==> config.mk <==
export PLATFORM = sky130hd
export DESIGN_NAME = ppu
export DESIGN_NICKNAME = d
export VERILOG_FILES = /design/src/common/ppu_pkg.sv /design/src/verilog/ppu.sv /design/src/verilog/posit_encode.sv /design/src/verilog/posit_decode.sv /design/src/core_op/core_op.sv /design/src/core_op/core_div.sv /design/src/core_op/core_mul.sv /design/src/core_op/add_sub.sv
export SDC_FILE = /design/constraint.sdc
export NUM_CORES = 2
export LEC_CHECK = 0
export ABC_CLOCK_PERIOD_IN_PS = 154200
export BUFFER_PORTS_ARGS = -buffer_cell sky130_fd_sc_hd__clkbuf_2
export CORE_UTILIZATION = 31
export DETAILED_ROUTE_END_ITERATION = 10
export PLACE_DENSITY = 0.56
export SLEW_MARGIN = 0
export SYNTH_ARGS = -nofsm -noshare
export SYNTH_HDL_FRONTEND = slang
export SYNTH_SLANG_ARGS = --single-unit
export TNS_END_PERCENT = 30
==> constraint.sdc <==
create_clock -name clk_i -period 154.2 [get_ports clk_i]
set_input_delay 0 -clock clk_i [delete_from_list [all_inputs] [get_ports clk_i]]
set_output_delay 0 -clock clk_i [all_outputs]
set_load 0.02 [all_outputs]
==> src/common/ppu_pkg.sv <==
package ppu_pkg;

  typedef enum logic [1:0] {
    ADD = 2'd0,
    SUB = 2'd1,
    MUL = 2'd2,
    DIV = 2'd3
  } operation_e;

  typedef logic signed [7:0] exponent_t;  // regime * 2^ES + exponent, enough for N <= 16

  localparam int MANT_FIELD_SIZE = 16;  // hidden bit sits in the top position
  localparam int FRAC_FULL_SIZE = 32;

  typedef struct packed {
    logic                       sign;
    exponent_t                  total_exponent;
    logic [MANT_FIELD_SIZE-1:0] mant;
    logic                       is_zero;
    logic                       is_nar;
  } fir_t;

  typedef struct packed {
    logic       valid;
    operation_e op;
    fir_t       fir1;
    fir_t       fir2;
  } dec_stage_t;

  typedef struct packed {
    logic                      valid;
    logic                      sign;
    exponent_t                 te;
    logic [FRAC_FULL_SIZE-1:0] frac;  // value is 0.frac * 2^te
    logic                      frac_truncated;
    logic                      is_zero;
    logic                      is_nar;
  } core_stage_t;

  // hidden bit plus the longest fraction a posit of this size can hold
  function automatic int mant_size(int n, int es);
    return n - es - 2;
  endfunction

  function automatic int mant_add_result_size(int n, int es);
    return 2 * mant_size(n, es) + 2;  // guard room, a sticky bit and the carry
  endfunction

  function automatic int mant_mul_result_size(int n, int es);
    return 2 * mant_size(n, es);
  endfunction

  // the quotient is never narrower than the add result, so rounding stays exact
  function automatic int mant_div_result_size(int n, int es);
    if (mant_add_result_size(n, es) > FRAC_FULL_SIZE) begin
      return mant_add_result_size(n, es);
    end
    return FRAC_FULL_SIZE;
  endfunction

endpackage
==> src/verilog/ppu.sv <==
`timescale 1ns/1ps

module ppu
  import ppu_pkg::*;
#(
  parameter int N  = 16,
  parameter int ES = 1
) (
  input  logic         clk_i,
  input  logic         rst_n_i,
  input  logic         valid_i,
  input  operation_e   op_i,
  input  logic [N-1:0] posit1_i,
  input  logic [N-1:0] posit2_i,
  output logic         valid_o,
  output logic [N-1:0] posit_o
);

  dec_stage_t  dec_q;   // decoded operands, stage 1 to 2
  core_stage_t core_q;  // raw result, stage 2 to 3

  posit_decode #(.N(N), .ES(ES)) u_posit_decode (
    .clk_i    (clk_i),
    .rst_n_i  (rst_n_i),
    .valid_i  (valid_i),
    .op_i     (op_i),
    .posit1_i (posit1_i),
    .posit2_i (posit2_i),
    .dec_o    (dec_q)
  );

  core_op #(.N(N), .ES(ES)) u_core_op (
    .clk_i   (clk_i),
    .rst_n_i (rst_n_i),
    .dec_i   (dec_q),
    .core_o  (core_q)
  );

  posit_encode #(.N(N), .ES(ES)) u_posit_encode (
    .clk_i   (clk_i),
    .rst_n_i (rst_n_i),
    .core_i  (core_q),
    .valid_o (valid_o),
    .posit_o (posit_o)
  );

endmodule

==> src/verilog/posit_encode.sv <==
`timescale 1ns/1ps

module posit_encode
  import ppu_pkg::*;
#(
  parameter int N  = 16,
  parameter int ES = 1
) (
  input  logic         clk_i,
  input  logic         rst_n_i,
  input  core_stage_t  core_i,
  output logic         valid_o,
  output logic [N-1:0] posit_o
);

  localparam int MAX_EXP = (N - 2) * (2 ** ES);  // scale of maxpos
  localparam int TAIL_W  = 2 + FRAC_FULL_SIZE - 1;  // up to two exponent bits, then the fraction
  localparam int BODY_W  = 2 + TAIL_W + N;

  logic [4:0]                lead_zeros;
  logic [FRAC_FULL_SIZE-1:0] frac_norm;
  logic signed [9:0]         scale;
  logic signed [9:0]         regime_k;
  logic [9:0]                shamt;
  logic [TAIL_W-1:0]         tail;
  logic [BODY_W-1:0]         seed;
  logic signed [BODY_W-1:0]  body;
  logic                      guard, sticky, round_up;
  logic [N-1:0]              mag;
  logic [N-1:0]              posit_d;

  always_comb begin
    lead_zeros = '0;
    for (int i = 0; i < FRAC_FULL_SIZE; i++) begin
      if (core_i.frac[i]) lead_zeros = 5'(FRAC_FULL_SIZE - 1 - i);
    end
    frac_norm = core_i.frac << lead_zeros;
    scale     = 10'(core_i.te) - 10'(lead_zeros) - 10'sd1;  // leading one now the hidden bit
    regime_k  = scale >>> ES;
    tail = {scale[1:0], frac_norm[FRAC_FULL_SIZE-2:0]} << (2 - ES);  // keep ES exponent bits
    // the arithmetic shift stretches the first regime bit into the whole run
    if (regime_k >= 0) begin
      seed  = {2'b10, tail, {N{1'b0}}};
      shamt = 10'(regime_k);
    end else begin
      seed  = {2'b01, tail, {N{1'b0}}};
      shamt = 10'(-regime_k - 10'sd1);
    end
    body = $signed(seed) >>> shamt;

    guard    = body[BODY_W-N];
    sticky   = (|body[BODY_W-N-1:0]) | core_i.frac_truncated;
    round_up = guard & (body[BODY_W-N+1] | sticky);  // nearest, ties to even
    mag      = {1'b0, body[BODY_W-1 -: N-1]} + N'(round_up);

    if (scale > MAX_EXP || mag[N-1]) begin
      mag = {1'b0, {(N-1){1'b1}}};  // saturate at maxpos
    end else if (scale < -MAX_EXP || mag == '0) begin
      mag = N'(1);  // a non-zero result stops at minpos
    end

    if (core_i.is_nar) begin
      posit_d = {1'b1, {(N-1){1'b0}}};
    end else if (core_i.is_zero) begin
      posit_d = '0;
    end else begin
      posit_d = core_i.sign ? -mag : mag;
    end
  end

  always_ff @(posedge clk_i or negedge rst_n_i) begin
    if (!rst_n_i) begin
      valid_o <= 1'b0;
      posit_o <= '0;
    end else begin
      valid_o <= core_i.valid;
      posit_o <= posit_d;
    end
  end

endmodule

==> src/verilog/posit_decode.sv <==
`timescale 1ns/1ps

module posit_decode
  import ppu_pkg::*;
#(
  parameter int N  = 16,
  parameter int ES = 1
) (
  input  logic          clk_i,
  input  logic          rst_n_i,
  input  logic          valid_i,
  input  operation_e    op_i,
  input  logic [N-1:0]  posit1_i,
  input  logic [N-1:0]  posit2_i,
  output dec_stage_t    dec_o
);

  dec_stage_t dec_d;

  function automatic fir_t decode_posit(logic [N-1:0] posit);
    logic [N-1:0] mag;
    logic [N-2:0] body;
    logic [N-2:0] run_bits;
    logic [N-2:0] rest;
    int           run;
    int           regime_k;
    int           exp_val;
    fir_t         fir;
    fir.sign    = posit[N-1];
    fir.is_zero = (posit == '0);
    fir.is_nar  = (posit == {1'b1, {(N-1){1'b0}}});
    mag  = fir.sign ? -posit : posit;  // negative posits decode from their two's complement
    body = mag[N-2:0];
    run_bits = body ^ {(N-1){body[N-2]}};  // the regime run turns into leading zeros
    run = N - 1;
    for (int i = 0; i < N - 1; i++) begin
      if (run_bits[i]) run = N - 2 - i;  // highest differing bit wins
    end
    regime_k = body[N-2] ? run - 1 : -run;
    rest     = body << (run + 1);  // drop the run and its terminating bit
    exp_val  = int'(rest >> (N - 1 - ES));
    fir.total_exponent = exponent_t'(regime_k * (2 ** ES) + exp_val);
    fir.mant = MANT_FIELD_SIZE'({1'b1, rest << ES}) << (MANT_FIELD_SIZE - N);
    return fir;
  endfunction

  always_comb begin
    dec_d.valid = valid_i;
    dec_d.op    = op_i;
    dec_d.fir1  = decode_posit(posit1_i);
    dec_d.fir2  = decode_posit(posit2_i);
  end

  always_ff @(posedge clk_i or negedge rst_n_i) begin
    if (!rst_n_i) begin
      dec_o.valid <= 1'b0;  // operand fields are don't care until the first valid
    end else begin
      dec_o <= dec_d;
    end
  end

  a_op_known: assert property (
    @(posedge clk_i) disable iff (!rst_n_i)
    valid_i |-> !$isunknown(op_i)
  );

endmodule

==> src/core_op/core_op.sv <==
`timescale 1ns/1ps

module core_op
  import ppu_pkg::*;
#(
  parameter int N  = 16,
  parameter int ES = 1
) (
  input  logic        clk_i,
  input  logic        rst_n_i,
  input  dec_stage_t  dec_i,
  output core_stage_t core_o
);

  localparam int MANT_SIZE = mant_size(N, ES);
  localparam int MANT_ADD_RESULT_SIZE = mant_add_result_size(N, ES);
  localparam int MANT_MUL_RESULT_SIZE = mant_mul_result_size(N, ES);
  localparam int MANT_DIV_RESULT_SIZE = mant_div_result_size(N, ES);

  fir_t                            fir1, fir2;
  logic [MANT_SIZE-1:0]            mant1, mant2;
  logic [MANT_ADD_RESULT_SIZE-1:0] mant_as;
  logic [MANT_MUL_RESULT_SIZE-1:0] mant_mul;
  logic [MANT_DIV_RESULT_SIZE-1:0] mant_div;
  logic                            sign_as, sign_mul, sign_div;
  exponent_t                       te_as, te_mul, te_div;
  logic                            trunc_as, trunc_mul, trunc_div;
  logic                            is_add_sub;
  core_stage_t                     core_d;

  assign fir1 = dec_i.fir1;
  assign fir2 = dec_i.fir2;
  assign mant1 = fir1.mant[MANT_FIELD_SIZE-1 -: MANT_SIZE];
  assign mant2 = fir2.mant[MANT_FIELD_SIZE-1 -: MANT_SIZE];
  assign is_add_sub = (dec_i.op == ADD) || (dec_i.op == SUB);

  add_sub #(.N(N), .ES(ES)) u_add_sub (
    .sign1_i(fir1.sign), .sign2_i(fir2.sign),
    .te1_i(fir1.total_exponent), .te2_i(fir2.total_exponent),
    .mant1_i(mant1), .mant2_i(mant2), .sub_i(dec_i.op == SUB),
    .sign_o(sign_as), .te_o(te_as), .mant_o(mant_as), .frac_truncated_o(trunc_as)
  );

  core_mul #(.N(N), .ES(ES)) u_core_mul (
    .sign1_i(fir1.sign), .sign2_i(fir2.sign),
    .te1_i(fir1.total_exponent), .te2_i(fir2.total_exponent),
    .mant1_i(mant1), .mant2_i(mant2),
    .sign_o(sign_mul), .te_o(te_mul), .mant_o(mant_mul), .frac_truncated_o(trunc_mul)
  );

  core_div #(.N(N), .ES(ES)) u_core_div (
    .sign1_i(fir1.sign), .sign2_i(fir2.sign),
    .te1_i(fir1.total_exponent), .te2_i(fir2.total_exponent),
    .mant1_i(mant1), .mant2_i(mant2),
    .sign_o(sign_div), .te_o(te_div), .mant_o(mant_div), .frac_truncated_o(trunc_div)
  );

  // results are left aligned and the integer bits move into the exponent
  always_comb begin
    core_d.valid = dec_i.valid;
    case (dec_i.op)
      ADD, SUB: begin
        core_d.sign = sign_as;
        core_d.te   = te_as + 8'sd2;  // two integer bits above the point
        core_d.frac = FRAC_FULL_SIZE'(mant_as) << (FRAC_FULL_SIZE - MANT_ADD_RESULT_SIZE);
        core_d.frac_truncated = trunc_as;
      end
      MUL: begin
        core_d.sign = sign_mul;
        core_d.te   = te_mul + 8'sd2;
        core_d.frac = FRAC_FULL_SIZE'(mant_mul) << (FRAC_FULL_SIZE - MANT_MUL_RESULT_SIZE);
        core_d.frac_truncated = trunc_mul;
      end
      default: begin
        core_d.sign = sign_div;
        core_d.te   = te_div + 8'sd1;  // quotient carries only one integer bit
        core_d.frac = FRAC_FULL_SIZE'(mant_div) << (FRAC_FULL_SIZE - MANT_DIV_RESULT_SIZE);
        core_d.frac_truncated = trunc_div;
      end
    endcase
    // adding a zero hands back the other operand unchanged
    if (is_add_sub && fir1.is_zero && !fir2.is_zero) begin
      core_d.sign = fir2.sign ^ (dec_i.op == SUB);
      core_d.te   = fir2.total_exponent + 8'sd1;
      core_d.frac = FRAC_FULL_SIZE'(fir2.mant) << (FRAC_FULL_SIZE - MANT_FIELD_SIZE);
      core_d.frac_truncated = 1'b0;
    end else if (is_add_sub && fir2.is_zero && !fir1.is_zero) begin
      core_d.sign = fir1.sign;
      core_d.te   = fir1.total_exponent + 8'sd1;
      core_d.frac = FRAC_FULL_SIZE'(fir1.mant) << (FRAC_FULL_SIZE - MANT_FIELD_SIZE);
      core_d.frac_truncated = 1'b0;
    end
    core_d.is_nar = fir1.is_nar || fir2.is_nar || ((dec_i.op == DIV) && fir2.is_zero);
    case (dec_i.op)
      MUL:     core_d.is_zero = fir1.is_zero || fir2.is_zero;
      DIV:     core_d.is_zero = fir1.is_zero;
      default: core_d.is_zero = (fir1.is_zero && fir2.is_zero) ||
                                (!fir1.is_zero && !fir2.is_zero && (mant_as == '0));
    endcase
    if (core_d.is_nar) core_d.is_zero = 1'b0;  // NaR wins over every zero rule
  end

  always_ff @(posedge clk_i or negedge rst_n_i) begin
    if (!rst_n_i) begin
      core_o.valid <= 1'b0;
    end else begin
      core_o <= core_d;
    end
  end

  // the encoder needs a leading one in every result that is neither zero nor NaR
  a_finite_nonzero: assert property (
    @(posedge clk_i) disable iff (!rst_n_i)
    core_o.valid && !core_o.is_zero && !core_o.is_nar |-> core_o.frac != '0
  );

endmodule

==> src/core_op/core_div.sv <==
`timescale 1ns/1ps

module core_div
  import ppu_pkg::*;
#(
  parameter int N  = 16,
  parameter int ES = 1,
  localparam int MANT_SIZE = mant_size(N, ES),
  localparam int MANT_DIV_RESULT_SIZE = mant_div_result_size(N, ES)
) (
  input  logic                            sign1_i,
  input  logic                            sign2_i,
  input  exponent_t                       te1_i,
  input  exponent_t                       te2_i,
  input  logic [MANT_SIZE-1:0]            mant1_i,
  input  logic [MANT_SIZE-1:0]            mant2_i,
  output logic                            sign_o,
  output exponent_t                       te_o,
  output logic [MANT_DIV_RESULT_SIZE-1:0] mant_o,
  output logic                            frac_truncated_o
);

  logic [MANT_SIZE:0] rem;  // stays below twice the divisor

  // restoring long division, first quotient bit is the single integer bit
  always_comb begin
    rem    = {1'b0, mant1_i};
    mant_o = '0;
    for (int i = MANT_DIV_RESULT_SIZE - 1; i >= 0; i--) begin
      if (rem >= {1'b0, mant2_i}) begin
        mant_o[i] = 1'b1;
        rem       = rem - {1'b0, mant2_i};
      end
      rem = rem << 1;
    end
  end

  assign frac_truncated_o = |rem;  // any remainder means the quotient is inexact

  assign sign_o = sign1_i ^ sign2_i;
  assign te_o   = te1_i - te2_i;

endmodule

==> src/core_op/core_mul.sv <==
`timescale 1ns/1ps

module core_mul
  import ppu_pkg::*;
#(
  parameter int N  = 16,
  parameter int ES = 1,
  localparam int MANT_SIZE = mant_size(N, ES),
  localparam int MANT_MUL_RESULT_SIZE = mant_mul_result_size(N, ES)
) (
  input  logic                            sign1_i,
  input  logic                            sign2_i,
  input  exponent_t                       te1_i,
  input  exponent_t                       te2_i,
  input  logic [MANT_SIZE-1:0]            mant1_i,
  input  logic [MANT_SIZE-1:0]            mant2_i,
  output logic                            sign_o,
  output exponent_t                       te_o,
  output logic [MANT_MUL_RESULT_SIZE-1:0] mant_o,
  output logic                            frac_truncated_o
);

  // the product lies in [1, 4) with two integer bits on top
  assign mant_o = MANT_MUL_RESULT_SIZE'(mant1_i) * MANT_MUL_RESULT_SIZE'(mant2_i);

  assign sign_o = sign1_i ^ sign2_i;
  assign te_o   = te1_i + te2_i;

  assign frac_truncated_o = 1'b0;  // full product kept, nothing is lost here

endmodule

==> src/core_op/add_sub.sv <==
`timescale 1ns/1ps

module add_sub
  import ppu_pkg::*;
#(
  parameter int N  = 16,
  parameter int ES = 1,
  localparam int MANT_SIZE = mant_size(N, ES),
  localparam int MANT_ADD_RESULT_SIZE = mant_add_result_size(N, ES)
) (
  input  logic                            sign1_i,
  input  logic                            sign2_i,
  input  exponent_t                       te1_i,
  input  exponent_t                       te2_i,
  input  logic [MANT_SIZE-1:0]            mant1_i,
  input  logic [MANT_SIZE-1:0]            mant2_i,
  input  logic                            sub_i,
  output logic                            sign_o,
  output exponent_t                       te_o,
  output logic [MANT_ADD_RESULT_SIZE-1:0] mant_o,
  output logic                            frac_truncated_o
);

  localparam int EXT_SIZE = 2 * MANT_SIZE;  // mantissa padded with guard room

  logic                            sign2_eff;
  logic                            swap;
  logic                            sign_big, sign_small;
  exponent_t                       te_big, te_small;
  logic [MANT_SIZE-1:0]            mant_big, mant_small;
  logic [8:0]                      exp_diff;
  logic [2*EXT_SIZE-1:0]           shift_buf;
  logic [EXT_SIZE-1:0]             small_shifted;
  logic                            sticky;
  logic [MANT_ADD_RESULT_SIZE-1:0] opnd_big, opnd_small;

  assign sign2_eff = sign2_i ^ sub_i;  // subtraction is addition of the negated operand

  // larger magnitude goes first so the difference never goes negative
  assign swap = (te2_i > te1_i) || ((te2_i == te1_i) && (mant2_i > mant1_i));

  always_comb begin
    sign_big   = swap ? sign2_eff : sign1_i;
    sign_small = swap ? sign1_i : sign2_eff;
    te_big     = swap ? te2_i : te1_i;
    te_small   = swap ? te1_i : te2_i;
    mant_big   = swap ? mant2_i : mant1_i;
    mant_small = swap ? mant1_i : mant2_i;
    exp_diff   = 9'(te_big) - 9'(te_small);
  end

  always_comb begin
    shift_buf = {mant_small, {MANT_SIZE{1'b0}}, {EXT_SIZE{1'b0}}} >> exp_diff;
    if (exp_diff >= 9'(EXT_SIZE)) begin
      small_shifted = '0;
      sticky        = 1'b1;  // the hidden bit alone is enough to leave a remainder
    end else begin
      small_shifted = shift_buf[2*EXT_SIZE-1:EXT_SIZE];
      sticky        = |shift_buf[EXT_SIZE-1:0];
    end
  end

  // sticky rides in an extra bit below the grid so a subtraction still rounds right
  assign opnd_big   = {1'b0, mant_big, {MANT_SIZE{1'b0}}, 1'b0};
  assign opnd_small = {1'b0, small_shifted, sticky};

  assign mant_o = (sign_big ^ sign_small) ? opnd_big - opnd_small : opnd_big + opnd_small;

  assign sign_o           = sign_big;
  assign te_o             = te_big;
  assign frac_truncated_o = sticky;

endmodule

==> reports/metrics.csv <==
stage,metric,value,unit
finish,Area Growth Syn to Fin,6.90,%
placement,placed inst area,0.0444,mm²
cts,CTS buffer count,17,
placement,DP HPWL,111000,µm
critical_path,CP max-delay cell,edfxtp_1,
drt,Routed WL per cell,19.5,µm
cts,H-tree levels,4,
global_route,global route overflow,0,
sta,Post-Route Skew,0.0198,ns
global_route,first-pass GRT wire length,222000,µm
sta,Final Max Slew Viols,0,
cts,Worst-Skew Late Latency,0.49,ns
synthesis,Post-synth EDFFs,94,
drt,met2 wire length,66600,µm
critical_path,CP Max Fanout,20,
finish,most frequent cells in the layout,"nor2_1 (593), nand2_1 (521), ha_1 (514)",
sta,min Tclk post-route,107.54,ns
drt,Remaining DRCs,0,
floorplan,Die W,371,µm
sta,final setup TNS,0,ns
drt,top routing layer in use,met4,
floorplan,CORE AREA,0.134,mm²
placement,Port Buffers,53,
floorplan,Die ar.,0.138,mm²
synthesis,sequential area share after synthesis,7.82,%
floorplan,effective utilization at floorplan,31.4,%
drt,first drt pass iteration count,6,
synthesis,Unique masters post-synth,124,
critical_path,CP Launch Type,register,
sta,"Hold Vio Cnt, Final",0,
global_route,antenna violations before repair,1,
critical_path,Critical Path Max Stage Delay,0.84,ns
sta,Slew HR,27.3,%
synthesis,synthesis-stage register bit count,113,
drt,Routed Antenna Nets,0,
global_route,total track usage,20.3,%
sta,setup violators final,0,
run,max-cap check violation count,0,
critical_path,length in cells of the worst reg-to-reg path,497,
critical_path,Critical Path Most Common Cell,o21a_1,
cts,hold buffers post-CTS,9,
finish,share of layout cells above drive strength 1,8.19,%
synthesis,total number of yosys warnings,0,
floorplan,number of cell rows,134,
drt,via count,41300,
finish,"most common cell after layout, fill and taps aside",nor2_1,
synthesis,syn_nets,6310,
global_route,vias in the first global route,39000,
placement,global placement routability congestion,0.933,
finish,Final nets,6247,
sta,RSZ-0062 raised after global routing,no,
critical_path,Worst Path Required,154.44,ns
outcome,outcome,"finished, final reports clean",
drt,metal1 wirelength,65900,µm
cts,Post-CTS Resized,0,
global_route,pin count of the biggest net entering global routing,72,
synthesis,post-synthesis average cell area,7.49,µm²
cts,CTS root buffer,clkbuf_16,
cts,setup bufs post-CTS,0,
critical_path,CP arrival,107.78,ns
critical_path,crit end category,register,
synthesis,synthesized instance count,5631,
synthesis,share of synthesized flip-flops with an asynchronous set or reset,16.8,%
drt,Post-Route WL,143000,µm
critical_path,"setup slack, reg-to-reg",46.66,ns
critical_path,Worst Setup Path Type,reg2reg,
synthesis,synthesized area,0.0422,mm²
worst_hold_path,Hold Path Class,in2async,
floorplan,die height,371,µm
drt,Vias/cell,5.62,
floorplan,IO Count,54,
sta,Slew @ Worst Pin,1.08,ns
drt,met3 WL,7080,µm
cts,CTS tree,yes,
synthesis,Synth Flop Type,edfxtp_1,
sta,FMAX,9.30,MHz
drt,drt initial violations,3037,
cts,Clock transition at path regs,0.07,ns
finish,design area,0.0451,mm²
cts,CTS Buffer Depth,2,
cts,Clock Sinks,113,
sta,period utilization,69.7,%
finish,Diodes inserted,0,
[cell usage after synthesis (all sizes together) (10+ instances only)]
library cell | n | area share [%]
and3 | 37 | 0.57
and2 | 119 | 1.8
nor4 | 27 | 0.47
a21boi | 21 | 0.37
o21bai | 49 | 0.87
a31o | 10 | 0.21
clkbuf | 171 | 1.5
inv | 307 | 2.7
nand2b | 89 | 1.3
a221o | 15 | 0.36
o41ai | 14 | 0.31
nor3b | 14 | 0.26
or3 | 31 | 0.46
xor2 | 177 | 3.7
dfrtp | 19 | 1.1
fa | 128 | 6.1
o22ai | 25 | 0.37
mux2i | 221 | 5.3
a31oi | 49 | 0.73
nor2 | 596 | 5.3
nor3 | 157 | 1.9
edfxtp | 94 | 6.7
a211o | 15 | 0.31
o21a | 134 | 2.4
a21o | 311 | 5.5
o21ai | 341 | 4.1
nand3 | 126 | 1.5
nand2 | 523 | 4.7
o211ai | 46 | 0.84
o31ai | 59 | 1.1
a21oi | 363 | 4.3
ha | 514 | 15
mux2 | 175 | 4.7
nor2b | 52 | 0.77
buf | 45 | 0.63
xnor2 | 215 | 4.5
nand4 | 34 | 0.52
or2 | 31 | 0.46
a22oi | 22 | 0.40
a211oi | 70 | 1.3
or4 | 18 | 0.32
[layer usage]
layer,vias up,global-route usage (%)
li1,20300,-
met1,19800,27.4
met2,1103,34.3
met3,186,1.77
met4,0,5.35
met5,-,0
[path summary, 6_finish.rpt]
path	start	to
worst max-delay path	u_posit_decode.dec_o[12]	u_core_op.core_o[2]
worst min-delay path	rst_n_i	u_posit_encode.posit_o[3]
worst max register to register	u_posit_decode.dec_o[12]	u_core_op.core_o[2]
worst min register to register	u_core_op.core_o[44]	u_posit_encode.valid_o
max in group asynchronous	rst_n_i	u_posit_encode.posit_o[1]
min in group clk_i	posit2_i[0]	u_posit_decode.dec_o[3]
[logic make-up (layout without fill, tap and decap cells)]
kind of cell	Yosys count	count (layout)	synth area share [%]
AO/OA/AOI/OAI	1661	1661	26.3
XOR/XNOR	392	392	8.14
flip-flops	113	113	7.82
AND/OR/NAND/NOR	1890	1890	21.1
adder cells (fa/ha/maj)	650	650	21.5
buffers and inverters	526	476	4.92
multiplexers	399	399	10.2
[flip-flops by register name, indices dropped and copies added, names as in the netlist]
register / count
u_posit_decode.dec_o: 51
u_posit_encode.valid_o: 1
u_core_op.core_o: 45
u_posit_encode.posit_o: 16
[stage by stage]
stage | hold slack (ns) | util (%) | worst slack (ns) | cells
floorplan | -0.296 | - | 58.55 | 5631
global placement | 0.110 | 33.1 | 50.76 | 7308
detailed placement | 0.114 | 33.1 | 48.08 | 7308
CTS | 0.00410 | 33.6 | 47.73 | 7349
global route | 0.0465 | 33.6 | 38.59 | 7349
finish | 0.00492 | 33.6 | 46.66 | 7349
[critical path: cells and delay by family, from the launching register on]
kind | cells | cell delay [ns]
AO/OA/AOI/OAI | 310 | 66.22
AND/OR/NAND/NOR | 112 | 19.92
adder cells (fa/ha/maj) | 32 | 9.88
multiplexers | 24 | 7.94
buffers and inverters | 17 | 2.00
flip-flops | 1 | 0.84
XOR/XNOR | 2 | 0.32
[final cells by class]
type	count	area [µm²]
Tap cell	1768	2210
Clock buffer	17	425
Multi-Input combinational cell	4992	36900
Clock inverter	15	179
Timing Repair Buffer	134	923
Fill cell	14300	89200
Sequential cell	113	3300
Inverter	310	1160
Power is not shown: default switching activity piles up to over one toggle a cycle in this logic, so the estimate is an artifact.
